`src/include/exu_config.svh`:
```
// =========================================================================
// Execute subsystem configuration
// Data width and register file geometry
// =========================================================================

`ifndef EXU_CONFIG_SVH
`define EXU_CONFIG_SVH

// Integer data width
`define EXU_XLEN 32

// Architectural registers, x0 included
`define EXU_NREGS 32

// Register index width
`define EXU_RADDR_W 5

`endif

```
`src/logic/exu_pkg.sv`:
```
// =========================================================================
// Execute subsystem types
// Opcodes, ALU operations and pipe register layouts
// =========================================================================

`default_nettype none

`include "exu_config.svh"

package exu_pkg;

// RV32I major opcodes handled here
typedef enum logic [6:0] {
    OPC_OP     = 7'b0110011,
    OPC_OP_IMM = 7'b0010011,
    OPC_LUI    = 7'b0110111
} opcode_e;

typedef enum logic [3:0] {
    ALU_ADD,
    ALU_SUB,
    ALU_AND,
    ALU_OR,
    ALU_XOR,
    ALU_SLT,
    ALU_SLTU,
    ALU_SLL,
    ALU_SRL,
    ALU_SRA,
    ALU_PASS
} alu_op_e;

// Decode to execute
typedef struct packed {
    logic [`EXU_XLEN-1:0]    pc;
    logic [`EXU_XLEN-1:0]    op1;
    logic [`EXU_XLEN-1:0]    op2;
    alu_op_e                 alu_op;
    logic [`EXU_RADDR_W-1:0] rd;
    logic                    rd_write;
    logic                    is_illegal;
} pipe_idex_t;

// Execute to writeback
typedef struct packed {
    logic [`EXU_XLEN-1:0]    pc;
    logic [`EXU_XLEN-1:0]    result;
    logic [`EXU_RADDR_W-1:0] rd;
    logic                    rd_write;
    logic                    is_illegal;
} pipe_exwb_t;

endpackage

`default_nettype wire

```
`src/logic/exu_regfile_if.sv`:
```
// =========================================================================
// Register file read path with two source ports
// =========================================================================

`timescale 1ns/100ps
`default_nettype none

`include "exu_config.svh"

interface exu_regfile_if;

logic [`EXU_RADDR_W-1:0] rs1_addr;
logic [`EXU_RADDR_W-1:0] rs2_addr;
logic [`EXU_XLEN-1:0]    rs1_data;
logic [`EXU_XLEN-1:0]    rs2_data;

modport reader (output rs1_addr, rs2_addr, input rs1_data, rs2_data);
modport server (input rs1_addr, rs2_addr, output rs1_data, rs2_data);

endinterface

`default_nettype wire

```
`src/logic/exu_alu.sv`:
```
// =========================================================================
// Integer ALU with one shared adder and one shared shifter
// =========================================================================

`timescale 1ns/100ps
`default_nettype none

`include "exu_config.svh"

module exu_alu
    import exu_pkg::*;
(
    input  logic [`EXU_XLEN-1:0] op1,
    input  logic [`EXU_XLEN-1:0] op2,
    input  alu_op_e              alu_op,
    output logic [`EXU_XLEN-1:0] result
);

localparam int SHAMT_W = $clog2(`EXU_XLEN);

logic                        sub;
logic [`EXU_XLEN:0]          sum;
logic                        lt_unsigned;
logic                        lt_signed;
logic                        shl;
logic [`EXU_XLEN-1:0]        shift_in;
logic signed [`EXU_XLEN:0]   shift_ext;
logic [`EXU_XLEN-1:0]        shift_out;
logic [`EXU_XLEN-1:0]        shift_rev;

// =========================================================================
// Adder, also used for compares

assign sub = (alu_op == ALU_SUB) || (alu_op == ALU_SLT) || (alu_op == ALU_SLTU);
assign sum = {1'b0, op1} + {1'b0, op2 ^ {`EXU_XLEN{sub}}} + {{`EXU_XLEN{1'b0}}, sub};

// No carry out of op1 - op2 means op1 < op2
assign lt_unsigned = ~sum[`EXU_XLEN];
assign lt_signed   = (op1[`EXU_XLEN-1] != op2[`EXU_XLEN-1]) ? op1[`EXU_XLEN-1]
                                                            : sum[`EXU_XLEN-1];

// =========================================================================
// Shifter, left shifts run through bit reversal

assign shl = (alu_op == ALU_SLL);

always_comb begin
    for (int i = 0; i < `EXU_XLEN; i++) begin
        shift_in[i]  = shl ? op1[`EXU_XLEN-1-i] : op1[i];
        shift_rev[i] = shift_out[`EXU_XLEN-1-i];
    end
end

assign shift_ext = {(alu_op == ALU_SRA) & op1[`EXU_XLEN-1], shift_in};
assign shift_out = `EXU_XLEN'(shift_ext >>> op2[SHAMT_W-1:0]);

always_comb begin
    case (alu_op)
        ALU_ADD, ALU_SUB: result = sum[`EXU_XLEN-1:0];
        ALU_AND:          result = op1 & op2;
        ALU_OR:           result = op1 | op2;
        ALU_XOR:          result = op1 ^ op2;
        ALU_SLT:          result = {{(`EXU_XLEN-1){1'b0}}, lt_signed};
        ALU_SLTU:         result = {{(`EXU_XLEN-1){1'b0}}, lt_unsigned};
        ALU_SLL:          result = shift_rev;
        ALU_SRL, ALU_SRA: result = shift_out;
        default:          result = op2;
    endcase
end

endmodule

`default_nettype wire

```
`src/logic/exu_decode.sv`:
```
// =========================================================================
// Decode pipestage: instruction decode, operand read, ALU control
// =========================================================================

`timescale 1ns/100ps
`default_nettype none

`include "exu_config.svh"

module exu_decode
    import exu_pkg::*;
(
    input  logic                    clk,
    input  logic                    rstz,
    input  logic                    flush,
    input  logic                    stall,
    // Instruction in
    input  logic                    instr_vld,
    output logic                    instr_rdy,
    input  logic [31:0]             instr,
    input  logic [`EXU_XLEN-1:0]    instr_pc,
    // Operand read and hazard sources
    exu_regfile_if.reader           rd_port,
    output logic [`EXU_RADDR_W-1:0] rs1,
    output logic [`EXU_RADDR_W-1:0] rs2,
    output logic                    uses_rs2,
    // ID/EX
    output pipe_idex_t              decode,
    output logic                    idex_vld,
    input  logic                    idex_rdy
);

logic [6:0]              opcode;
logic [2:0]              funct3;
logic [6:0]              funct7;
logic [`EXU_RADDR_W-1:0] rd;
logic                    is_op;
logic                    is_op_imm;
logic                    is_lui;
logic                    f7_zero;
logic                    f7_alt;
logic                    legal;
alu_op_e                 alu_op;
logic [`EXU_XLEN-1:0]    imm_i;
logic [`EXU_XLEN-1:0]    imm_u;
pipe_idex_t              idex_next;

// =========================================================================
// Field extraction

assign opcode = instr[6:0];
assign rd     = instr[11:7];
assign funct3 = instr[14:12];
assign funct7 = instr[31:25];

assign is_op     = (opcode == OPC_OP);
assign is_op_imm = (opcode == OPC_OP_IMM);
assign is_lui    = (opcode == OPC_LUI);

assign f7_zero = (funct7 == 7'b0000000);
assign f7_alt  = (funct7 == 7'b0100000);

assign imm_i = {{(`EXU_XLEN-12){instr[31]}}, instr[31:20]};
assign imm_u = {instr[31:12], 12'b0};

always_comb begin
    case (funct3)
        3'b000:  alu_op = (is_op && funct7[5]) ? ALU_SUB : ALU_ADD;
        3'b001:  alu_op = ALU_SLL;
        3'b010:  alu_op = ALU_SLT;
        3'b011:  alu_op = ALU_SLTU;
        3'b100:  alu_op = ALU_XOR;
        3'b101:  alu_op = funct7[5] ? ALU_SRA : ALU_SRL;
        3'b110:  alu_op = ALU_OR;
        default: alu_op = ALU_AND;
    endcase
    if (is_lui) begin
        alu_op = ALU_PASS;
    end
end

// Only SUB and SRA/SRAI may use the alternate funct7
always_comb begin
    legal = 1'b0;
    if (is_lui) begin
        legal = 1'b1;
    end
    else if (is_op) begin
        legal = f7_zero || (f7_alt && (funct3 == 3'b000 || funct3 == 3'b101));
    end
    else if (is_op_imm) begin
        case (funct3)
            3'b001:  legal = f7_zero;
            3'b101:  legal = f7_zero || f7_alt;
            default: legal = 1'b1;
        endcase
    end
end

// =========================================================================
// Operand read

// LUI has no source register, its rs1 field is immediate
assign rs1      = is_lui ? '0 : instr[19:15];
assign rs2      = instr[24:20];
assign uses_rs2 = is_op;

assign rd_port.rs1_addr = rs1;
assign rd_port.rs2_addr = rs2;

always_comb begin
    idex_next.pc         = instr_pc;
    idex_next.op1        = is_lui ? '0 : rd_port.rs1_data;
    idex_next.op2        = is_op ? rd_port.rs2_data : (is_lui ? imm_u : imm_i);
    idex_next.alu_op     = alu_op;
    idex_next.rd         = rd;
    idex_next.rd_write   = legal && (rd != '0);
    idex_next.is_illegal = ~legal;
end

// =========================================================================
// ID/EX pipe register

assign instr_rdy = (~idex_vld | idex_rdy) & ~stall;

always_ff @(posedge clk or negedge rstz) begin
    if (~rstz) begin
        idex_vld <= 1'b0;
    end
    else if (flush) begin
        idex_vld <= 1'b0;
    end
    else if (instr_vld && instr_rdy) begin
        idex_vld <= 1'b1;
    end
    else if (idex_vld && idex_rdy) begin
        idex_vld <= 1'b0;
    end
end

always_ff @(posedge clk) begin
    if (instr_vld && instr_rdy) begin
        decode <= idex_next;
    end
end

endmodule

`default_nettype wire

```
`src/logic/exu_execute.sv`:
```
// =========================================================================
// Execute pipestage: ALU result register and retire strobe
// =========================================================================

`timescale 1ns/100ps
`default_nettype none

`include "exu_config.svh"

module exu_execute
    import exu_pkg::*;
(
    input  logic       clk,
    input  logic       rstz,
    input  logic       flush,
    // ID/EX
    input  pipe_idex_t decode,
    input  logic       idex_vld,
    output logic       idex_rdy,
    // EX/WB
    output pipe_exwb_t execute,
    output logic       result_vld,
    input  logic       result_rdy,
    output logic       retire
);

logic [`EXU_XLEN-1:0] alu_result;

exu_alu u_alu (
    .op1    (decode.op1   ),
    .op2    (decode.op2   ),
    .alu_op (decode.alu_op),
    .result (alu_result   )
);

assign idex_rdy = ~result_vld | result_rdy;

always_ff @(posedge clk or negedge rstz) begin
    if (~rstz) begin
        result_vld <= 1'b0;
    end
    else if (flush) begin
        result_vld <= 1'b0;
    end
    else if (idex_vld && idex_rdy) begin
        result_vld <= 1'b1;
    end
    else if (result_vld && result_rdy) begin
        result_vld <= 1'b0;
    end
end

always_ff @(posedge clk) begin
    if (idex_vld && idex_rdy) begin
        execute.pc         <= decode.pc;
        execute.result     <= alu_result;
        execute.rd         <= decode.rd;
        execute.rd_write   <= decode.rd_write;
        execute.is_illegal <= decode.is_illegal;
    end
end

// A flushed result never reaches the register file
assign retire = result_vld & result_rdy & execute.rd_write & ~flush;

a_hold_stable: assert property (
    @(posedge clk) disable iff (!rstz)
    result_vld && !result_rdy && !flush |=> $stable(execute)
);

endmodule

`default_nettype wire

```
`src/logic/exu_hazard_ctrl.sv`:
```
// =========================================================================
// Hazard control for RAW stalls on pending destinations and flush fan-out
// =========================================================================

`timescale 1ns/100ps
`default_nettype none

`include "exu_config.svh"

module exu_hazard_ctrl (
    input  logic                    flush_in,
    // Sources of the instruction at decode
    input  logic [`EXU_RADDR_W-1:0] rs1,
    input  logic [`EXU_RADDR_W-1:0] rs2,
    input  logic                    uses_rs2,
    // ID/EX destination
    input  logic                    idex_vld,
    input  logic [`EXU_RADDR_W-1:0] idex_rd,
    input  logic                    idex_write,
    // EX/WB destination
    input  logic                    ex_vld,
    input  logic [`EXU_RADDR_W-1:0] ex_rd,
    input  logic                    ex_write,
    output logic                    stall,
    output logic                    flush
);

logic rs1_hit;
logic rs2_hit;

// Source is still waiting on an older write held in one stage
function automatic logic pending(
    input logic [`EXU_RADDR_W-1:0] src,
    input logic                    vld,
    input logic [`EXU_RADDR_W-1:0] dst,
    input logic                    write
);
    return (src != '0) && vld && write && (dst == src);
endfunction

assign rs1_hit = pending(rs1, idex_vld, idex_rd, idex_write)
              || pending(rs1, ex_vld, ex_rd, ex_write);
assign rs2_hit = uses_rs2 && (pending(rs2, idex_vld, idex_rd, idex_write)
                           || pending(rs2, ex_vld, ex_rd, ex_write));

// Flush also blocks new instructions for its cycle
assign stall = flush_in | rs1_hit | rs2_hit;
assign flush = flush_in;

endmodule

`default_nettype wire

```
`src/logic/exu_regfile.sv`:
```
// =========================================================================
// Integer register file, two asynchronous reads and one retire write
// =========================================================================

`timescale 1ns/100ps
`default_nettype none

`include "exu_config.svh"

module exu_regfile
    import exu_pkg::*;
(
    input  logic                 clk,
    input  logic                 rstz,
    exu_regfile_if.server        rd_port,
    input  logic                 retire,
    input  pipe_exwb_t           wb
);

logic [`EXU_XLEN-1:0] regs [`EXU_NREGS];

// x0 always reads as zero
assign rd_port.rs1_data = (rd_port.rs1_addr == '0) ? '0 : regs[rd_port.rs1_addr];
assign rd_port.rs2_data = (rd_port.rs2_addr == '0) ? '0 : regs[rd_port.rs2_addr];

always_ff @(posedge clk or negedge rstz) begin
    if (~rstz) begin
        for (int i = 0; i < `EXU_NREGS; i++) begin
            regs[i] <= '0;
        end
    end
    else if (retire && wb.rd_write && (wb.rd != '0)) begin
        regs[wb.rd] <= wb.result;
    end
end

// Decode never marks x0 as a destination
a_no_x0_write: assert property (
    @(posedge clk) disable iff (!rstz)
    retire && wb.rd_write |-> wb.rd != '0
);

endmodule

`default_nettype wire

```
`src/logic/exu_top.sv`:
```
// =========================================================================
// Execute subsystem top: decode, execute, register file and hazard control
// =========================================================================

`timescale 1ns/100ps
`default_nettype none

`include "exu_config.svh"

module exu_top
    import exu_pkg::*;
(
    input  logic                    clk,
    input  logic                    rstz,
    // Instruction in
    input  logic                    instr_vld,
    output logic                    instr_rdy,
    input  logic [31:0]             instr,
    input  logic [`EXU_XLEN-1:0]    instr_pc,
    input  logic                    flush,
    // Result out
    output logic                    result_vld,
    input  logic                    result_rdy,
    output logic [`EXU_XLEN-1:0]    result_pc,
    output logic [`EXU_XLEN-1:0]    result_data,
    output logic [`EXU_RADDR_W-1:0] result_rd,
    output logic                    result_illegal
);

pipe_idex_t              idex_data;
pipe_exwb_t              exwb_data;
logic                    idex_vld;
logic                    idex_rdy;
logic                    retire;
logic                    stall;
logic                    pipe_flush;
logic [`EXU_RADDR_W-1:0] rs1;
logic [`EXU_RADDR_W-1:0] rs2;
logic                    uses_rs2;

exu_regfile_if rf_if ();

exu_regfile u_regfile (
    .clk     (clk      ),
    .rstz    (rstz     ),
    .rd_port (rf_if    ),
    .retire  (retire   ),
    .wb      (exwb_data)
);

exu_decode u_decode (
    .clk       (clk       ),
    .rstz      (rstz      ),
    .flush     (pipe_flush),
    .stall     (stall     ),
    .instr_vld (instr_vld ),
    .instr_rdy (instr_rdy ),
    .instr     (instr     ),
    .instr_pc  (instr_pc  ),
    .rd_port   (rf_if     ),
    .rs1       (rs1       ),
    .rs2       (rs2       ),
    .uses_rs2  (uses_rs2  ),
    .decode    (idex_data ),
    .idex_vld  (idex_vld  ),
    .idex_rdy  (idex_rdy  )
);

exu_execute u_execute (
    .clk        (clk       ),
    .rstz       (rstz      ),
    .flush      (pipe_flush),
    .decode     (idex_data ),
    .idex_vld   (idex_vld  ),
    .idex_rdy   (idex_rdy  ),
    .execute    (exwb_data ),
    .result_vld (result_vld),
    .result_rdy (result_rdy),
    .retire     (retire    )
);

exu_hazard_ctrl u_hazard_ctrl (
    .flush_in   (flush             ),
    .rs1        (rs1               ),
    .rs2        (rs2               ),
    .uses_rs2   (uses_rs2          ),
    .idex_vld   (idex_vld          ),
    .idex_rd    (idex_data.rd      ),
    .idex_write (idex_data.rd_write),
    .ex_vld     (result_vld        ),
    .ex_rd      (exwb_data.rd      ),
    .ex_write   (exwb_data.rd_write),
    .stall      (stall             ),
    .flush      (pipe_flush        )
);

assign result_pc      = exwb_data.pc;
assign result_data    = exwb_data.result;
assign result_rd      = exwb_data.rd;
assign result_illegal = exwb_data.is_illegal;

endmodule

`default_nettype wire

```
`config.mk`:
```
export PLATFORM = sky130hd
export DESIGN_NAME = exu_top
export DESIGN_NICKNAME = d
export VERILOG_FILES = /design/src/logic/exu_pkg.sv /design/src/logic/exu_regfile_if.sv /design/src/logic/exu_alu.sv /design/src/logic/exu_decode.sv /design/src/logic/exu_execute.sv /design/src/logic/exu_hazard_ctrl.sv /design/src/logic/exu_regfile.sv /design/src/logic/exu_top.sv
export VERILOG_INCLUDE_DIRS = /design/src /design/src/include
export SDC_FILE = /design/constraint.sdc
export NUM_CORES = 2
export LEC_CHECK = 0
export ABC_AREA = 0
export BUFFER_PORTS_ARGS = -buffer_cell sky130_fd_sc_hd__buf_2
export CAP_MARGIN = 20
export CORE_ASPECT_RATIO = 1.75
export CORE_UTILIZATION = 50
export DETAILED_ROUTE_END_ITERATION = 12
export HOLD_SLACK_MARGIN = 0.15
export PLACE_DENSITY_LB_ADDON = 0.2
export SLEW_MARGIN = 15
export SYNTH_ARGS = -nofsm -noshare
export SYNTH_HDL_FRONTEND = slang
export SYNTH_SLANG_ARGS = --single-unit
```
`constraint.sdc`:
```
create_clock -name clk -period 7.9 [get_ports clk]
set_input_delay 1.185 -clock clk [delete_from_list [all_inputs] [get_ports clk]]
set_output_delay 1.185 -clock clk [all_outputs]
set_load 0.01 [all_outputs]
```
# Word-level counts from Yosys, hierarchy flattened
# Index checks and enable logic that the tools add are counted.
# word_totals
in_bits	69
ram_bits	0
register_bits	1204
elab_cells	202
latch_bits	0
mem_bits_ro	0
memories	0
out_inout_bits	72
# classes
n_eq_ne	24
muxes	60
bitwise_logic	22
n_reduce_logical	43
n_mul	0
magnitude_cmp	4
shifts	1
div_mod_pow	0
add_sub_neg	2
# op_table
operator	n
bitwise mux 1024 bit	1
binary-select mux 32 bit (select 5 bit)	2
case mux 32 bit (8 select lines)	1
two-way mux 32 bit	7
demux 32 bit (select 5 bit)	1
bitwise XOR 32 bit	2
two-way mux 1 bit	44
adder 32 x 32 -> 33 bit	1
adder 33 x 1 -> 33 bit	1
>>> shifter 33 x 5 -> 32 bit	1
bitwise AND 32 bit	1
OR 32 bit	1
two-way mux 31 bit	1
case mux 4 bit (7 select lines)	1
logical AND 1 bit	22
equality test 7 x 6 -> 1 bit (second input constant)	3
equality test 5 bit	4
nonzero test 5 bit	4
>= comparator 6 bit (second input constant)	3
inverter 5 -> 6 bit	3
equality test 4 x 3 -> 1 bit (second input constant)	4
logical NOT 5 bit	2
equality test 3 bit (second input constant)	3
equality test 4 x 2 -> 1 bit (second input constant)	2
other kinds (18)	41

# Logic depth before layout (Yosys ltp)
# logic_depth
depth_word	14
mapped_depth	16
mapped_depth_nobuf	14

# Hierarchy
# Synthesis repeated with hierarchy kept, for this count alone.
# unflattened
cells_unflattened	4968
area_unflattened_um2	68409.4
# by_module_without_submodules
mod	cells_per_inst	n_inst	seq_area_each_um2	area_each_um2
exu_regfile	3621	1	25624.6	54746.3
exu_alu	946	1	0.0	6842.8
exu_decode	287	1	3238.1	4334.2
exu_execute	77	1	2157.1	2202.1
exu_hazard_ctrl	37	1	0.0	284.0

# Least setup slack after synthesis
# Ideal clock, no wire load.
# synth_timing
kind	input to register
startpoint	input port instr[6]
endpoint	register u_decode.decode[0] (netlist name)
path_buffers	2
path_slack_ns	1.860
setup_time_ns	0.479
path_stages	9
t_required_ns	7.421
t_arrival_ns	5.561
path_cell_list	nand4b_1 nor4_1 nor2_1 clkbuf_1 clkbuf_1 xnor2_1 a41o_1 a211oi_1 and3_1
# synth_between
elab_chain_len	12
elab_cells_between_ends	19
cone_classes	4 x eq/ne; 1 x mux; 4 x bitwise; 10 x reduce/logical
# synth_rtl
element	line_no	text
start: declaration	exu_top.sv:18	input logic [31:0] instr,
equality test 7 x 6 -> 1 bit	exu_decode.sv:58	assign is_lui = (opcode == OPC_LUI);
two-way mux 5 bit	exu_decode.sv:104	assign rs1 = is_lui ? '0 : instr[19:15];
nonzero test 5 bit	exu_hazard_ctrl.sv:38	return (src != '0) && vld && write && (dst == src);
logical AND 1 bit (3 in a row)	exu_hazard_ctrl.sv:38	
logical OR 1 bit	exu_hazard_ctrl.sv:42	|| pending(rs1, ex_vld, ex_rd, ex_write);
OR 1 bit	exu_hazard_ctrl.sv:47	assign stall = flush_in | rs1_hit | rs2_hit;
OR 1 bit *	exu_hazard_ctrl.sv:47	
inverter 1 bit *	exu_decode.sv:124	assign instr_rdy = (~idex_vld | idex_rdy) & ~stall;
bitwise AND 1 bit *	exu_decode.sv:124	
logical AND 1 bit *	exu_decode.sv:142	if (instr_vld && instr_rdy) begin
# Every way passes the cells marked *; elsewhere a longest branch is shown, timed or not.
# A chain may end at the register's enable or synchronous reset.

# Final worst setup path
# layout_timing
startpoint	register u_decode.decode[8] (netlist name)
endpoint	register u_execute.execute[17] (netlist bit), data pin
# layout_between
elab_chain_len	7
elab_cells_between_ends	52
cone_classes	2 x add/sub; 9 x eq/ne; 1 x shift; 33 x mux; 2 x bitwise; 5 x reduce/logical
# layout_rtl
element	line_no	text
equality test 4 x 1 -> 1 bit or equality test 4 x 3 -> 1 bit (tied branches)	exu_alu.sv:34, exu_alu.sv:58	
logical OR 1 bit (2 in a row)	exu_alu.sv:34	assign sub = (alu_op == ALU_SUB) || (alu_op == ALU_SLT) || (alu_op == ALU_SLTU);
bitwise XOR 32 bit	exu_alu.sv:35	assign sum = {1'b0, op1} + {1'b0, op2 ^ {`EXU_XLEN{sub}}} + {{`EXU_XLEN{1'b0}}, sub};
adder 32 x 32 -> 33 bit	exu_alu.sv:35	
adder 33 x 1 -> 33 bit	exu_alu.sv:35	
case mux 32 bit (8 select lines) *	exu_alu.sv:58	case (alu_op)
via u_execute.alu_result[10]	exu_execute.sv:27	logic [`EXU_XLEN-1:0] alu_result;
end: declaration	exu_execute.sv:21	output pipe_exwb_t execute,
# Mark *: on every way through the listed nets, which the timed path passes. The rest lies on a longest branch.

==> reports/metrics.yaml <==
rsz0062_at_grt: "no"
end_kind: "register"
grt_pass1_wl_mm: 367
finalCoreUtilization_pct: 55.4
place_congestion: 1.03
netlist_instances: 5580
hpwl_mm: 149
grt-ovfl-total: 0
grt_usage_pct: 37.1
clk_pin_slew_ns: 0.07
start_kind: "register"
power_uw: 14300
status: "finished clean"
vias: 51800
die_y_um: 490
htreeDepth: 3
final_area_mm2: 0.0746
cp.required_ns: 8.33
busiest_layer: "met2"
yosys_most_used_dff: "dfrtp_1"
min_path_type: "register to register"
clk_path_buf_depth: 3
setup_viol: 0
vdd_drop_max_uv: 186
holdBufCountCts: 0
clock.fmax_mhz: 177
dp.cells: 7068
coreArea_mm2: 0.135
layout.nets: 5558
synth-warning-count: 0
yosysSeqAreaShare_pct: 45.6
synth_fp_nets: 5746
num_rows: 178
met1_usage_pct: 43.1
final_cell_mix: "1058 x mux2_2, 1026 x dfrtp_1, 527 x nand2_1"
crit_fanout: 31
yosysUniqueCellTypes: 78
ys_seq_elements: 1204
cts.sinks: 1204
grt_pass1_vias: 52100
worstSkewPairLatency_ns: 0.78
p_per_area_mw_per_mm2: 192
crit_type: "register to register"
hold_violations: 0
fin_skew_ns: 0.0344
drcViolationCount: 0
grt_max_degree: 159
num_io_pins: 141
met3_usage_pct: 8.53
fin_setup_tns_ns: 0
routedWlPerCell_um: 34.8
mostFrequentLayoutCell: "mux2_2"
slew_violations: 0
die_x_um: 281
numCtsBuffers: 110
crit_arrival_ns: 6.07
antenna_found_initial: 20
drtAntennaViolNets: 0
drtIter0Drc: 6207
p_leak_uw: 0.0328
placed_cell_area_mm2: 0.0704
syn_area_per_cell_um2: 12.2
fillerInstances: 11300
clockRootBuffer: "clkbuf_16"
maxSlewHeadroom_pct: 11.6
period_share_pct: 71.3
areaGrowthSynthToFinish_pct: 9.63
synth-edff-count: 178
worst_slew_pin_slew_ns: 1.32
ys_async_sr_fraction_pct: 85.2
start_util_pct: 50.5
cts.repair.resized: 0
first_pass_iters: 8
via_per_inst: 7.10
drive_gt1_share_pct: 36.4
instances_no_fill: 7296
gr-usage-met2_pct: 58.8
port_buffers: 140
cts_tree: "yes"
post-route-min-period_ns: 5.64
drv_cap: 0
die_area_mm2: 0.138
routed_wl_mm: 254
synth_area_mm2: 0.0681
cts_setup_buffers: 0
-- critical path, cell delays in order, from the launching register on --
cell       delay (ns)
edfxtp_1         0.54
nand2b_1         0.31
a21oi_4          0.15
buf_4            0.53
xnor2_1          0.22
inv_1            0.08
fa_1             0.41
nor2b_1          0.18
o2111ai_1        0.64
and2_1           0.45
a21oi_1          0.14
nor2_1           0.06
xnor2_1          0.49
a221oi_1         0.17
a22oi_1          0.89
-- report_power, final --
| part | leakage (µW) | internal (µW) | total [µW] | switching, µW |
|---|---|---|---|---|
| logic | 0.0148 | 595 | 1780 | 1180 |
| clock network | 0.00196 | 3370 | 5950 | 2580 |
| registers | 0.0160 | 6430 | 6580 | 151 |
-- cells by family (layout without fill, tap and decap cells) --
logic type / count (synthesis) / after routing / share of synthesized area [%]
AO/OA/AOI/OAI: 996 / 996 / 9.96
XOR/XNOR: 74 / 74 / 0.952
adder cells (fa/ha/maj): 97 / 97 / 1.79
buffers and inverters: 671 / 580 / 3.78
flip-flops: 1204 / 1204 / 45.6
multiplexers: 1571 / 1571 / 31.9
other: 0 / 7 / 0
AND/OR/NAND/NOR: 967 / 967 / 6.04
-- routing by layer --
layer	part of all wire, %	wire length (µm)	vias up
li1	-	-	20700
met1	35	88000	26900
met2	47	120000	3074
met3	8.9	22600	1115
met4	9.0	22900	24
met5	0.072	183	-
-- path summary, 6_finish.rpt --
kind | slack (ns) | cells after the start | to | start
setup / recovery | 2.26 | 14 | u_execute.execute[17] | u_decode.decode[8]
hold / removal | 0.40 | 0 | u_regfile.regs[1009] | u_regfile.regs[1009]
setup reg to reg | 2.26 | 14 | u_execute.execute[17] | u_decode.decode[8]
hold reg to reg | 0.40 | 0 | u_regfile.regs[1009] | u_regfile.regs[1009]
max in group asynchronous | 5.54 | 3 | u_regfile.regs[337] | rstz
min in group asynchronous | 0.42 | 1 | u_regfile.regs[958] | rstz
-- cell type report --
cell class / count / area (µm²) / share of cell area (%)
multi-input combinational: 3705 / 34800 / 46.6
clock inverter: 62 / 855 / 1.14
antenna: 7 / 17.5 / 0.0235
tap: 1800 / 2250 / 3.02
timing repair buffer: 286 / 2230 / 2.98
inverter: 85 / 324 / 0.434
sequential: 1204 / 31000 / 41.6
clock buffer: 147 / 3140 / 4.20
-- per-stage QoR --
| step | hold slack, ns | setup WS, ns |
|---|---|---|
| 3_3_place_gp | 0.382 | 2.66 |
| 5_1_grt | 0.406 | 2.29 |
| 6_report | 0.404 | 2.26 |
| 3_5_place_dp | 0.387 | 2.63 |
| 2_1_floorplan | 0.400 | 1.86 |
| 4_1_cts | 0.404 | 2.70 |
-- cell usage after synthesis, drive strengths merged (6+ instances only) --
master  count  area, µm²
mux2     1058      11900
dfrtp    1026      25700
nand2     538       2020
clkbuf    483       1810
mux4      374       8420
a21oi     214       1070
nor2      197        739
o21ai     190        951
edfxtp    178       5350
mux2i     139       1400
o221ai    109        955
buf       103        439
ha         96       1200
o22ai      96        601
nand3      90        450
inv        82        308
a32oi      65        569
xnor2      61        534
a211oi     60        450
a311oi     46        403
a31oi      41        263
and3       41        257
o211ai     26        195
nor3       23        115
a221oi     21        184
a21o       16        120
o221a      15        169
a22oi      14        105
a311o      13        130
nor2b      13       81.3
xor2       13        114
a211o       9       78.8
and2        9       56.3
nand2b      9       56.3
nand4       9       56.3
nor4        7       43.8
a31o        6       52.6
o31ai       6       45.0
or3         6       37.5
-- registers in the layout, indices dropped and copies added, names as in the netlist --
signal and cells:
u_decode.idex_vld 1, u_decode.decode 107, u_regfile.regs 1024, u_execute.execute 71, u_execute.result_vld 1
(Power assumes the default switching activity.)
